File: src/backend_pkg.sv
// shared widths, opcodes and record types for the RV64 back end
// imported by every block that builds or decodes an operation

package backend_pkg;

    localparam int XLEN           = 64;
    localparam int PC_W           = 64;
    localparam int INST_W         = 32;
    localparam int REG_ADDR_W     = 5;
    localparam int IQ_DEPTH       = 4;   // also the sender's initial credits
    localparam int IQ_PTR_W       = $clog2(IQ_DEPTH);
    localparam int IQ_CNT_W       = $clog2(IQ_DEPTH + 1);
    localparam int RETIRE_CREDITS = 2;
    localparam int CREDIT_W       = $clog2(RETIRE_CREDITS + 1);
    localparam int DMEM_WORDS     = 256;
    localparam int DMEM_IDX_W     = 8;

    typedef enum logic [3:0] {
        OP_ADD   = 4'd0,
        OP_SUB   = 4'd1,
        OP_AND   = 4'd2,
        OP_OR    = 4'd3,
        OP_XOR   = 4'd4,
        OP_SLL   = 4'd5,
        OP_SRL   = 4'd6,
        OP_SRA   = 4'd7,
        OP_SLT   = 4'd8,
        OP_LOAD  = 4'd9,
        OP_STORE = 4'd10
    } alu_op_e;

    // funct3 encoding, bit 2 marks the unsigned loads
    typedef enum logic [2:0] {
        LS_B  = 3'b000,
        LS_H  = 3'b001,
        LS_W  = 3'b010,
        LS_D  = 3'b011,
        LS_BU = 3'b100,
        LS_HU = 3'b101,
        LS_WU = 3'b110
    } ls_size_e;

    typedef struct packed {
        logic [PC_W-1:0]       pc;
        logic [INST_W-1:0]     inst;
        alu_op_e               op;
        ls_size_e              ls_size;
        logic [XLEN-1:0]       src_a;
        logic [XLEN-1:0]       src_b;
        logic [XLEN-1:0]       imm;
        logic                  rd_ena;
        logic [REG_ADDR_W-1:0] rd_addr;
    } issue_op_t;

    typedef struct packed {
        logic [PC_W-1:0]       pc;
        logic [INST_W-1:0]     inst;
        alu_op_e               op;
        ls_size_e              ls_size;
        logic                  rd_ena;
        logic [REG_ADDR_W-1:0] rd_addr;
        logic [XLEN-1:0]       rd_data;   // alu result or store data
        logic [XLEN-1:0]       ls_addr;
        logic                  valid;
    } ex_mem_t;

    typedef struct packed {
        logic [PC_W-1:0]       pc;
        logic [INST_W-1:0]     inst;
        logic                  rd_ena;
        logic [REG_ADDR_W-1:0] rd_addr;
        logic [XLEN-1:0]       rd_data;
    } retire_t;

endpackage

File: src/ex_mem.sv
`timescale 1ns/1ps
// execute/memory pipeline register
// holds its contents while the retire side stalls

module ex_mem (
    input  logic                 clk,
    input  logic                 rst_n_i,
    input  logic                 hold_i,
    input  backend_pkg::ex_mem_t ex_i,
    output backend_pkg::ex_mem_t mem_o
);

    always_ff @(posedge clk or negedge rst_n_i) begin
        if (!rst_n_i) begin
            mem_o <= '0;
        end else if (!hold_i) begin
            mem_o <= ex_i;   // bubble when the queue is empty
        end
    end

    // a held operation must reach the memory stage unchanged
    a_stable_on_hold: assert property (
        @(posedge clk) disable iff (!rst_n_i)
        hold_i |=> $stable(mem_o)
    ) else $error("ex_mem: contents changed under hold");

endmodule

File: config.mk
export PLATFORM = sky130hd
export DESIGN_NAME = ex_mem
export DESIGN_NICKNAME = d
export VERILOG_FILES = /design/src/backend_pkg.sv /design/src/ex_mem.sv
export SDC_FILE = /design/constraint.sdc
export NUM_CORES = 1
export LEC_CHECK = 0
export ABC_AREA = 1
export BUFFER_PORTS_ARGS = -buffer_cell sky130_fd_sc_hd__buf_4
export CAP_MARGIN = 20
export CORE_AREA = 2 2 189 191
export CTS_CLUSTER_DIAMETER = 60
export DETAILED_ROUTE_END_ITERATION = 8
export DIE_AREA = 0 0 191 193
export PLACE_DENSITY = 0.54
export SKIP_CTS_REPAIR_TIMING = 1
export SKIP_LAST_GASP = 1
export SLEW_MARGIN = 20
export SYNTH_ARGS = -nofsm -noshare
export SYNTH_HDL_FRONTEND = slang
export SYNTH_SLANG_ARGS = --single-unit
File: constraint.sdc
create_clock -name clk -period 0.9 [get_ports clk]
set_clock_uncertainty 0.1 [all_clocks]
set_input_delay 0.135 -clock clk [delete_from_list [all_inputs] [get_ports clk]]
set_output_delay 0.135 -clock clk [all_outputs]
set_load 0.02 [all_outputs]
---- After elaboration in Yosys (flattened, before gate mapping) ----
Index checks and enable logic that the tools add are counted.
word-level totals
  flip-flop bits (word level) ............. 238
  input bits .............................. 241
  output and inout port bits .............. 238
  word-level logic and storage cells ...... 9

---- Depth between registers and ports, before layout ----
  depth in word-level cells ............... 0
  mapped depth ............................ 6
  depth with buffers taken out ............ 3

---- Worst setup path before layout ----
No wires, ideal clock.
  kind .................................... input-to-reg
  from .................................... in hold_i
  to ...................................... reg mem_o[202] (netlist name)
  setup time .............................. 0.116 ns
  arrival time ............................ 0.652 ns
  data required time ...................... 0.684 ns
  path slack .............................. 0.031 ns
  stages .................................. 5
  path buffers ............................ 3
  cells stage by stage .................... buf_6 buf_4 buf_2 nand2_1 nand2_1
RTL lines
  what                    RTL line      source
  start: declaration      ex_mem.sv:8   input logic hold_i,
  end signal: assignment  ex_mem.sv:17  mem_o <= ex_i;
  end: declaration        ex_mem.sv:10  output backend_pkg::ex_mem_t mem_o

---- Worst setup path in the final report ----
  from .................................... reg mem_o[0] (netlist name)
  to ...................................... out mem_o[0] (netlist name)
No word-level cell between the ends.

==> results.cfg <==
[status]
status = finished with violations
violations = hold timing, setup timing

[cells_and_area]
drive_above_1_share_pct = 35.44
final_common_cell = nand2_1
fill_cells = 3026
final_cell_area_um2 = 18420
largest_reg_flops = 238
final_cell_mix = 714 x nand2_1, 340 x buf_4, 242 x dlygate4sd3_1, 239 x buf_6, 238 x dfrtp_1
largestRegisters = mem_o x238
diodes = 0
area_growth_pct = 102.8
top_register = mem_o
layout.nets = 2073

[min_path]
hp-class = input pin to flip-flop
hp-start = hold_i

[setup_path]
startpoint = mem_o[0]
cpLargestDelayFamily = flip-flops
reg2reg_from = mem_o[223]
worst-path-buf-inv = 1
crit_slowest_cell = dfrtp_1
crit_fanout = 2
path_class = flip-flop to output pin
worstPathRequired_ns = 0.66
worstSetupPathDepth = 1
crit_arrival_ns = 1.09
slowest_delay_ns = 0.41
rrSetupSlack_ns = -0.06
crit_path_end_kind = output pin
reg2reg_depth = 4
cp-endpoint = mem_o[0]
timing.rr.end = mem_o[223]
cp_cell_sequence = buf_6
crit_path_start_kind = flip-flop

[route]
first_pass_iters = 4
drc = 0
wl_per_cell_um = 15.11
ant_nets = 0
wirelength_um = 34980
num_vias = 9736
dr.first_iter.drc_count = 337
vias_per_cell = 4.206

[timing]
slew_viol_final = 0
period_share_pct = 146.8
setup_viol = 239
max_freq_ghz = 0.7567
hold_violations = 34
final.setup.worst_slack_ns = -0.4215
setup-tns-final_ns = -93.60
fin_crit_ns = 1.321
relSlewSlack_pct = 82.87
hold_slack_ns = -0.06746
tightest_slew_ns = 0.2569
rsz0062_at_grt = true

[power]
p_sw_share_pct = 27.52
power_frac_comb_pct = 23.8
internal_power_w = 0.02313
powerDensity_nw_per_um2 = 1733
p_seq_share_pct = 38.9
clkPwrFrac_pct = 37.3
p_switching_w = 0.008784
peakVddDrop_uv = 1273
p_leak_nw = 9.823

[synth]
synthDistinctLibCells = 7
syn-num-nets = 1247
synth-seq-cells = 238
syn_avg_cell_area_um2 = 9.028
yosys_warnings = 0
seq_area_frac_synth_pct = 65.57
synth_area_um2 = 9082
syn_inst = 1006

[clocking]
cts.sinks = 238
clockRootBuffer = clkbuf_16
cts_buffers = 29
cts_tree = done
clk_latency_ns = 0.52
clkTransAtPathRegs_ns = 0.06
htree_levels = 1
clockBufferDepth = 3

[die]
die_width_um = 191
dieArea_um2 = 36860
die_y_um = 193
num_rows = 69
ios = 479
coreArea_um2 = 34960
start_util_pct = 25.98

[global_routing]
grt_max_degree = 44
grt_overflow = 0
antenna_found_initial = 0
grt_use_total_pct = 15.54
grt_pass1_wl_um = 45490
grt_pass1_vias = 8095

[placement]
place_area_um2 = 13580
numPortBuffers = 478
hpwl_um = 23200
finalWeightedCongestion = 0.8072

[job]
drv_cap = 0
## stage by stage
step / cells / hold WS (ns) / power, W / setup slack, ns / utilization, %
2_1_floorplan: 1006 / -0.2606 / 0.01474 / 0.03147 / -
3_3_place_gp: 1950 / -0.04303 / 0.01804 / -0.09036 / 38.84
3_5_place_dp: 1950 / -0.04383 / 0.01808 / -0.1028 / 38.84
4_1_cts: 2003 / -0.6295 / 0.03016 / -0.4809 / 41.69
5_1_grt: 2315 / -0.06571 / 0.03340 / -0.4735 / 52.68
6_report: 2315 / -0.06746 / 0.03191 / -0.4215 / 52.68
## routing by layer
layer	vias to the layer above	wire length, um	track usage [%]
li1	4664	-	-
met1	4626	13960	19.68
met2	380	17470	26.17
met3	66	2680	4.851
met4	0	865	3.190
met5	-	0	0
## Yosys cell counts
master / instances / area, um2
buf_2: 13 / 65.06
buf_4: 21 / 157.7
buf_6: 18 / 202.7
buf_8: 1 / 15.01
dfrtp_1: 238 / 5956
inv_4: 1 / 6.260
nand2_1: 714 / 2680
## worst min path at each step
| stage | cells past startpoint | to |
|---|---|---|
| final | 4 | mem_o[131] |
| after CTS | 2 | mem_o[110] |
| after detailed placement | 2 | mem_o[110] |
| after floorplan | 0 | mem_o[0] |
| after global routing | 4 | mem_o[131] |
| after global placement | 2 | mem_o[108] |
## cells by family after synthesis
kind of cell	share of synthesized area, %
buffers and inverters	4.918
flip-flops	65.57
AND/OR/NAND/NOR	29.51
## power groups by stage
stage	registers (W)	clock network, W	logic, W
3_5_place_dp	0.0124	0	0.00571
3_3_place_gp	0.0124	0	0.00567
6_report	0.0124	0.0119	0.00759
4_1_cts	0.0122	0.0122	0.00571
2_1_floorplan	0.0135	0	0.00122
5_1_grt	0.0125	0.0128	0.00811
## cell type report
| class | count | area (um2) | area share [%] |
|---|---|---|---|
| clock buffer | 42 | 874.6 | 4.748 |
| clock inverter | 11 | 121.4 | 0.6589 |
| inverter | 1 | 8.758 | 0.04755 |
| multi-input combinational | 714 | 2680 | 14.55 |
| sequential | 238 | 5956 | 32.33 |
| tap | 461 | 576.8 | 3.132 |
| timing repair buffer | 848 | 8202 | 44.53 |
No activity file was read; power rests on OpenSTA's default activity.
