[src/backend_pkg.sv]
// shared widths, opcodes and record types for the RV64 back end
// imported by every block that builds or decodes an operation

package backend_pkg;

    localparam int XLEN           = 64;
    localparam int PC_W           = 64;
    localparam int INST_W         = 32;
    localparam int REG_ADDR_W     = 5;
    localparam int IQ_DEPTH       = 4;   // also the sender's initial credits
    localparam int IQ_PTR_W       = $clog2(IQ_DEPTH);
    localparam int IQ_CNT_W       = $clog2(IQ_DEPTH + 1);
    localparam int RETIRE_CREDITS = 2;
    localparam int CREDIT_W       = $clog2(RETIRE_CREDITS + 1);
    localparam int DMEM_WORDS     = 256;
    localparam int DMEM_IDX_W     = 8;

    typedef enum logic [3:0] {
        OP_ADD   = 4'd0,
        OP_SUB   = 4'd1,
        OP_AND   = 4'd2,
        OP_OR    = 4'd3,
        OP_XOR   = 4'd4,
        OP_SLL   = 4'd5,
        OP_SRL   = 4'd6,
        OP_SRA   = 4'd7,
        OP_SLT   = 4'd8,
        OP_LOAD  = 4'd9,
        OP_STORE = 4'd10
    } alu_op_e;

    // funct3 encoding, bit 2 marks the unsigned loads
    typedef enum logic [2:0] {
        LS_B  = 3'b000,
        LS_H  = 3'b001,
        LS_W  = 3'b010,
        LS_D  = 3'b011,
        LS_BU = 3'b100,
        LS_HU = 3'b101,
        LS_WU = 3'b110
    } ls_size_e;

    typedef struct packed {
        logic [PC_W-1:0]       pc;
        logic [INST_W-1:0]     inst;
        alu_op_e               op;
        ls_size_e              ls_size;
        logic [XLEN-1:0]       src_a;
        logic [XLEN-1:0]       src_b;
        logic [XLEN-1:0]       imm;
        logic                  rd_ena;
        logic [REG_ADDR_W-1:0] rd_addr;
    } issue_op_t;

    typedef struct packed {
        logic [PC_W-1:0]       pc;
        logic [INST_W-1:0]     inst;
        alu_op_e               op;
        ls_size_e              ls_size;
        logic                  rd_ena;
        logic [REG_ADDR_W-1:0] rd_addr;
        logic [XLEN-1:0]       rd_data;   // alu result or store data
        logic [XLEN-1:0]       ls_addr;
        logic                  valid;
    } ex_mem_t;

    typedef struct packed {
        logic [PC_W-1:0]       pc;
        logic [INST_W-1:0]     inst;
        logic                  rd_ena;
        logic [REG_ADDR_W-1:0] rd_addr;
        logic [XLEN-1:0]       rd_data;
    } retire_t;

endpackage

[src/commit_port.sv]
`timescale 1ns/1ps
// retirement output register with credit flow control toward the consumer
// raises hold for the whole pipe when a record is stuck without a credit

module commit_port (
    input  logic                 clk,
    input  logic                 rst_n_i,
    input  logic                 ret_valid_i,
    input  backend_pkg::retire_t ret_i,
    input  logic                 retire_credit_i,
    output logic                 hold_o,
    output logic                 retire_valid_o,
    output backend_pkg::retire_t retire_o
);
    import backend_pkg::*;

    retire_t             rec_q;
    logic                full_q;
    logic [CREDIT_W-1:0] credits_q;
    logic                send;
    logic                load;

    assign send           = full_q && (credits_q != '0);
    assign hold_o         = full_q && (credits_q == '0);
    assign load           = ret_valid_i && (!full_q || send);
    assign retire_valid_o = send;
    assign retire_o       = rec_q;

    always_ff @(posedge clk) begin
        if (load) begin
            rec_q <= ret_i;
        end
    end

    always_ff @(posedge clk or negedge rst_n_i) begin
        if (!rst_n_i) begin
            full_q    <= 1'b0;
            credits_q <= CREDIT_W'(RETIRE_CREDITS);
        end else begin
            if (load) begin
                full_q <= 1'b1;
            end else if (send) begin
                full_q <= 1'b0;
            end
            // returned credit may arrive in the sending cycle
            credits_q <= credits_q + CREDIT_W'(retire_credit_i) - CREDIT_W'(send);
        end
    end

    // consumer never returns more credits than it was given
    a_credit_bound: assert property (
        @(posedge clk) disable iff (!rst_n_i)
        credits_q <= CREDIT_W'(RETIRE_CREDITS)
    ) else $error("commit_port: credit counter overflow");

endmodule

[config.mk]
export PLATFORM = sky130hd
export DESIGN_NAME = commit_port
export DESIGN_NICKNAME = d
export VERILOG_FILES = /design/src/backend_pkg.sv /design/src/commit_port.sv
export SDC_FILE = /design/constraint.sdc
export NUM_CORES = 1
export LEC_CHECK = 0
export BUFFER_PORTS_ARGS = -buffer_cell sky130_fd_sc_hd__buf_2
export CORE_ASPECT_RATIO = 1.75
export CORE_MARGIN = 10
export CORE_UTILIZATION = 41
export CTS_BUF_LIST = sky130_fd_sc_hd__clkbuf_16
export CTS_CLUSTER_DIAMETER = 200
export DETAILED_ROUTE_END_ITERATION = 6
export GPL_TIMING_DRIVEN = 1
export PLACE_DENSITY = 0.78
export SLEW_MARGIN = 15
export SYNTH_ARGS = -nofsm -noshare
export SYNTH_HDL_FRONTEND = slang
export SYNTH_SLANG_ARGS = --single-unit
[constraint.sdc]
create_clock -name clk -period 9.35 [get_ports clk]
set_input_delay 0.4675 -clock clk [delete_from_list [all_inputs] [get_ports clk]]
set_output_delay 0.4675 -clock clk [all_outputs]
set_load 0.03 [all_outputs]
After elaboration in Yosys (flattened, before gate mapping):

Index checks and enable logic that the tools add are counted.
Widths: inputs -> output; s select.

* bits in registers: 169
* bits in latches: 0
* bits in writable memories: 0
* bits in read-only memories: 0
* input port bits: 170
* output and inout port bits: 168
* logic and storage cells: 19
* memories: 0

* add/sub/neg operators: 2
* multiply operators: 0
* divide/modulo/power cells: 0
* $lt $le $gt $ge: 0
* eq/ne operators: 0
* shifts and indexed selects: 0
* muxes and demuxes: 2
* bitwise logic cells: 0
* reductions and logical operators: 8

Operators by type and width (number)
* $reduce_bool 2->1: 2
* $logic_and 1x1->1: 3
* $add 2x1->2: 1
* $logic_not 2->1: 1
* $mux 1: 2
* $sub 2x1->2: 1
* $logic_not 1->1: 1
* $logic_or 1x1->1: 1

Depth between registers and ports, before layout:

Gate-level depths: netlist of the first run.

* word-level depth: 5
* mapped depth: 6
* mapped depth without buffers: 6

Worst setup path before layout of the first run:

OpenSTA, ideal clock, no wires.

* path type: flip-flop to flip-flop
* start point: register credits_q[1]
* end point: register rec_q (netlist bit retire_o[0]), enable pin
* setup time: 0.712 ns
* data arrival time: 7.952 ns
* data required time: 8.638 ns
* setup slack: 0.686 ns
* stages on the path, launching flop included: 3
* path buffers: 0
* period minus slack after synthesis: 8.664 ns
* cell sequence: dfstp_2 -> nor3b_2 -> nor2b_1

* cells in the longest elaborated chain, start to end: 4

RTL lines
* from (decl): RTL line commit_port.sv:19 `logic [CREDIT_W-1:0] credits_q;`
* from (signal assigned): RTL line commit_port.sv:38 `credits_q <= CREDIT_W'(RETIRE_CREDITS);`
* from (signal assigned): RTL line commit_port.sv:46 `credits_q <= credits_q + CREDIT_W'(retire_credit_i) - CREDIT_W'(send);`
* from (signal assigned): RTL line commit_port.sv:53 `credits_q <= CREDIT_W'(RETIRE_CREDITS)`
* $reduce_bool 2->1: RTL line commit_port.sv:23 `assign send = full_q && (credits_q != '0);`
* $logic_and 1x1->1: RTL line commit_port.sv:23
* $logic_or 1x1->1: RTL line commit_port.sv:25 `assign load = ret_valid_i && (!full_q || send);`
* $logic_and 1x1->1: RTL line commit_port.sv:25
* named net load: RTL line commit_port.sv:21 `logic load;`
* to (signal assigned): RTL line commit_port.sv:31 `rec_q <= ret_i;`
* to (decl): RTL line commit_port.sv:17 `retire_t rec_q;`

The timed path passes the listed nets, and every way through them passes these cells.
A chain may end at the register's enable or synchronous reset.

Worst setup path after layout of the first run:

* start point: register credits_q[1]
* end point: register rec_q (netlist bit retire_o[125]), enable pin

Same word-level chain as after synthesis.

==> impl_metrics.toml, run 1 <==
[drt]
wl_per_cell_um = 21.9
drtIter0Drc = 118
drc = 0
num_vias = 3219
first_pass_iters = 4
antenna_left = 0
vias_per_cell = 4.46
drt-total-wl_mm = 15.8

[final_layout]
fin_nets = 711
multi_input_area_um2 = 82.6
synthToLayoutAreaGrowth_pct = 48.8
drive_above_1_share_pct = 67.5
utilization_pct = 61.9
fillers = 919
ff_latch_area_um2 = 5060

[die]
die-area_um2 = 17600
fp.dieH_um = 168
core_area_um2 = 12400
ios = 338
rows = 54
start_util_pct = 41.6
chipWidth_um = 105

[logic_synthesis]
synth.distinct_cells = 10
synth_area_per_cell_um2 = 28.7
netlist_area_um2 = 5140
seq_area_frac_synth_pct = 98.4
synth_edf_count = 166
synth.most_common_cell = "edfxtp_1"
synth_top_area_cell = "edfxtp_1"
synth_nets = 351
async_flop_share_pct = 1.78
synthCells = 179
ys_warn_count = 0
synth.area.top_cells = "edfxtp_1 (97%), dfrtp_1 (0.97%), dfstp_2 (0.51%), ha_1 (0.49%), xnor2_1 (0.34%)"
synth-seq-cells = 169
synth_top_area_share_pct = 96.9
ys.flop_type = "edfxtp_1"
synthTopCellsByCount = "edfxtp_1 (166), dfrtp_1 (2), ha_1 (2), inv_1 (2), xnor2_1 (2)"

[critical_path]
path_common_cell = "buf_4"
arrival_ns = 2.53
crit_path_end_kind = "flip-flop"
setup.worst_path.start = "credits_q[1]$_DFF_PN1_"
path_max_fanout = 66
crit_type = "flip-flop to flip-flop"
cp_cell_sequence = "nor3b_2 -> nor2b_4 -> buf_4 -> buf_4"
path_buf_inv = 2
required_ns = 9.38
cp-start-kind = "flip-flop"
slowest_stage = "buf_4"
worst_r2r_startpoint = "credits_q[1]$_DFF_PN1_"
crit_family = "buffers and inverters"
cpPeakStageDelay_ns = 0.74

[power]
ir_drop_uv = 169
internal_power_mw = 1.46
power_frac_seq_pct = 47.6
p_leak_nw = 3.31
combPwrFrac_pct = 21.2
p_clk_share_pct = 31.2
p_per_area_nw_per_um2 = 277
switching_share_pct = 31.0
p_switching_mw = 0.656

[sta]
slew_viol_final = 0
tightestPinTransition_ns = 0.803
hold_violations = 0
finalSetupViolCount = 0
finalSetupTns_ns = 0
min_period_over_period_pct = 26.8
maxSlewHeadroom_pct = 46.4
fmax_mhz = 400
rsz0062_at_grt = "no"
skew_ns = 0.0110
fin_crit_ns = 2.50

[clock_tree]
clockBufferDepth = 2
cts-resized-gates = 0
hold_buffers = 1
clk_latency_ns = 0.41
cts_buffers = 17
cts.sinks = 169
cts_max_level = 4
cts_tree = "built"
cts_root_buf = "clkbuf_16"
clk_pin_slew_ns = 0.07
post-cts-setup-buffers = 0

[global_route]
grt_pass1_vias = 3559
grt.total_usage_pct = 17.8
gr-total-overflow = 0
antenna_found_initial = 3
grt_max_degree = 67
grt_first_pass_wirelength_mm = 23.2

[min_path]
hold_start = "ret_i[71]"
min_path_type = "primary input to flip-flop"

[placed_design]
hpwl_mm = 12.9
place.gp.congestion = 0.880
io_buffers = 337

[job]
drv_cap = 0

[outcome]
run_status = "complete, no violations"
## placed cells by master (no fill, tap or decap), types with 3 or more instances in the layout
master,count
inv_6,3
buf_2,337
inv_8,4
buf_4,3
inv_1,3
edfxtp_1,166
clkbuf_16,17
## logic make-up after synthesis
family | synth area share, %
fa+ha+maj | 0.486
compound gates | 0.146
flops | 98.4
buf+inv | 0.146
simple gates | 0.487
xor+xnor | 0.341
## path summary, 6_finish.rpt
kind                                           endpoint  slack [ns]  cells past startpoint
worst max-delay path            retire_o[125]$_DFFE_PP_        6.85                      4
worst min-delay path             retire_o[71]$_DFFE_PP_        0.23                      1
worst max register to register  retire_o[125]$_DFFE_PP_        6.85                      4
worst min register to register   credits_q[1]$_DFF_PN1_        0.65                      2
max in group asynchronous        credits_q[1]$_DFF_PN1_        8.76                      2
min in group asynchronous        credits_q[0]$_DFF_PN0_        0.39                      2
## stage by stage
step / cell area (um^2) / worst slack [ns] / hold slack, ns / total power, mW / instances
floorplan: 5140 / 0.686 / 0.172 / 1.34 / 179
global placement: 7070 / 6.92 / 0.264 / 1.47 / 687
detailed placement: 7070 / 6.83 / 0.272 / 1.48 / 687
CTS: 7650 / 6.83 / 0.209 / 2.15 / 719
global route: 7650 / 6.67 / 0.203 / 2.20 / 720
finish: 7650 / 6.85 / 0.231 / 2.12 / 721
## routing by layer
layer	routed length (um)	share of wire [%]	vias to the layer above	GRT usage, %
li1	-	-	1444	-
met1	5340	34	1572	18.5
met2	8660	55	177	31.1
met3	1340	8.5	24	7.26
met4	402	2.6	2	7.43
met5	13	0.083	-	0
## power by group through the flow
| stage | sequential, mW | combinational (mW) | clock, mW |
|---|---|---|---|
| CTS | 1.01 | 0.457 | 0.680 |
| global placement | 1.02 | 0.448 | 0 |
| global route | 1.02 | 0.474 | 0.712 |
| floorplan | 1.27 | 0.0723 | 0 |
| detailed placement | 1.02 | 0.457 | 0 |
| finish | 1.01 | 0.449 | 0.661 |
## registers in the layout, summed over array words and instances (netlist names)
| name | flops |
|---|---|
| credits_q | 2 |
| retire_o | 166 |
| full_q | 1 |
## final cells by class
type | count | area share (%)
Sequential cell | 169 | 66.1
Timing Repair Buffer | 341 | 22.5
Clock buffer | 17 | 5.56
Tap cell | 168 | 2.75
Clock inverter | 14 | 1.85
Multi-Input combinational cell | 8 | 1.08
Inverter | 2 | 0.0981
Antenna cell | 2 | 0.0654
No activity file was read; power rests on OpenSTA's default activity.
==> run 2: changes to the inputs <==
- CORE_UTILIZATION: 41 -> 37
- PLACE_DENSITY: 0.78 -> 0.75
- clock period: 9.35 -> 2.3 ns (I/O delays scaled with it)
==> run 2 against run 1 <==
The flow now stops in clock tree synthesis (4_1_cts). Synthesized cell count unchanged. Synthesized area did not move.
==> impl_metrics.toml, run 2 <==
[logic_synthesis]
synth_top_area_cell = "edfxtp_1"
synth_nets = 351
synth-seq-cells = 169
synth_area_per_cell_um2 = 28.7
seq_area_frac_synth_pct = 98.4
synthCells = 179
synth_top_area_share_pct = 96.9
async_flop_share_pct = 1.78
synth_edf_count = 166
netlist_area_um2 = 5140
synth.most_common_cell = "edfxtp_1"
synthTopCellsByCount = "edfxtp_1 (166), dfrtp_1 (2), ha_1 (2), inv_1 (2), xnor2_1 (2)"
ys.flop_type = "edfxtp_1"
synth.distinct_cells = 10
ys_warn_count = 0
synth.area.top_cells = "edfxtp_1 (97%), dfrtp_1 (0.97%), dfstp_2 (0.51%), ha_1 (0.49%), xnor2_1 (0.34%)"

[clock_tree]
cts_buffers = 17
cts-resized-gates = 0
cts_root_buf = "clkbuf_16"
cts.sinks = 169
post-cts-setup-buffers = 0
cts_max_level = 4
clockBufferDepth = 2
hold_buffers = 146

[outcome]
lastStage = "clock tree synthesis (4_1_cts)"
run_status = "did not finish"
toolErrorMsg = "[ERROR RSZ-0060] Max buffer count reached."

[placed_design]
place.gp.congestion = 0.862
hpwl_mm = 12.8
placed_cell_area_um2 = 7110
io_buffers = 337

[die]
chipWidth_um = 109
start_util_pct = 37.4
ios = 338
rows = 57
fp.dieH_um = 176
[run 2: cell counts after synthesis]
No cell type changed its count.
[run 2: stage by stage]
stage                     setup WS (ns)  std cells  setup TNS, ns  util (%)
after floorplan                   -1.24        179        -206.17         -
after global placement            0.642        696              0      51.7
after detailed placement          0.590        696              0      51.7
[run 2: logic make-up after synthesis]
logic type,Yosys count,share of synthesized area [%]
XOR/XNOR,2,0.341
AND/OR/NAND/NOR,3,0.487
flip-flops,169,98.4
adder cells (fa/ha/maj),2,0.486
AO/OA/AOI/OAI,1,0.146
buffers and inverters,2,0.146
==> run 3: changes to the inputs <==
- CORE_ASPECT_RATIO: 1.75 -> default
- CORE_UTILIZATION: 37 -> 40
- CTS_BUF_LIST: sky130_fd_sc_hd__clkbuf_16 -> default
- CTS_CLUSTER_DIAMETER: 200 -> default
- PLACE_DENSITY: 0.75 -> default
- PLACE_DENSITY_LB_ADDON: default -> 0.15
- clock period: 2.3 -> 3 ns (I/O delays scaled with it)
==> run 3 against run 2 <==
The run again fails in clock tree synthesis (4_1_cts). Synthesized cell count stayed put. Synthesized area is the same.
==> impl_metrics.toml, run 3 <==
[outcome]
run_status = "did not finish"
lastStage = "clock tree synthesis (4_1_cts)"
toolErrorMsg = "[ERROR RSZ-0060] Max buffer count reached."

[logic_synthesis]
synth-seq-cells = 169
synth_top_area_cell = "edfxtp_1"
ys.flop_type = "edfxtp_1"
synth_area_per_cell_um2 = 28.7
synthCells = 179
netlist_area_um2 = 5140
synth.area.top_cells = "edfxtp_1 (97%), dfrtp_1 (0.97%), dfstp_2 (0.51%), ha_1 (0.49%), xnor2_1 (0.34%)"
synthTopCellsByCount = "edfxtp_1 (166), dfrtp_1 (2), ha_1 (2), inv_1 (2), xnor2_1 (2)"
async_flop_share_pct = 1.78
synth_nets = 351
synth_top_area_share_pct = 96.9
synth_edf_count = 166
synth.distinct_cells = 10
synth.most_common_cell = "edfxtp_1"
ys_warn_count = 0
seq_area_frac_synth_pct = 98.4

[die]
ios = 338
fp.dieH_um = 133
start_util_pct = 40.8
chipWidth_um = 133
rows = 41

[clock_tree]
hold_buffers = 145
cts_buffers = 17
cts_max_level = 4
cts-resized-gates = 0
clockBufferDepth = 2
cts_root_buf = "clkbuf_16"
cts.sinks = 169
post-cts-setup-buffers = 0

[placed_design]
hpwl_mm = 12.2
place.gp.congestion = 0.838
io_buffers = 337
dp_cells = 690
[run 3: cell counts after synthesis]
No cell type changed its count.
[run 3: metrics by stage]
stage          hold WS, ns  setup slack, ns  cell area (um^2)
3_5_place_dp       -0.0516             1.34              7100
3_3_place_gp       -0.0556             1.37              7100
2_1_floorplan       -0.146           -0.542              5160
[run 3: kinds of logic after synthesis]
kind of cell / share of synthesized area (%)
AOI/OAI and AO/OA: 0.146
xor gates and xnor gates: 0.341
adders and majority gates: 0.486
buffers and inverters: 0.146
DFF: 98.4
and+or+nand+nor: 0.487
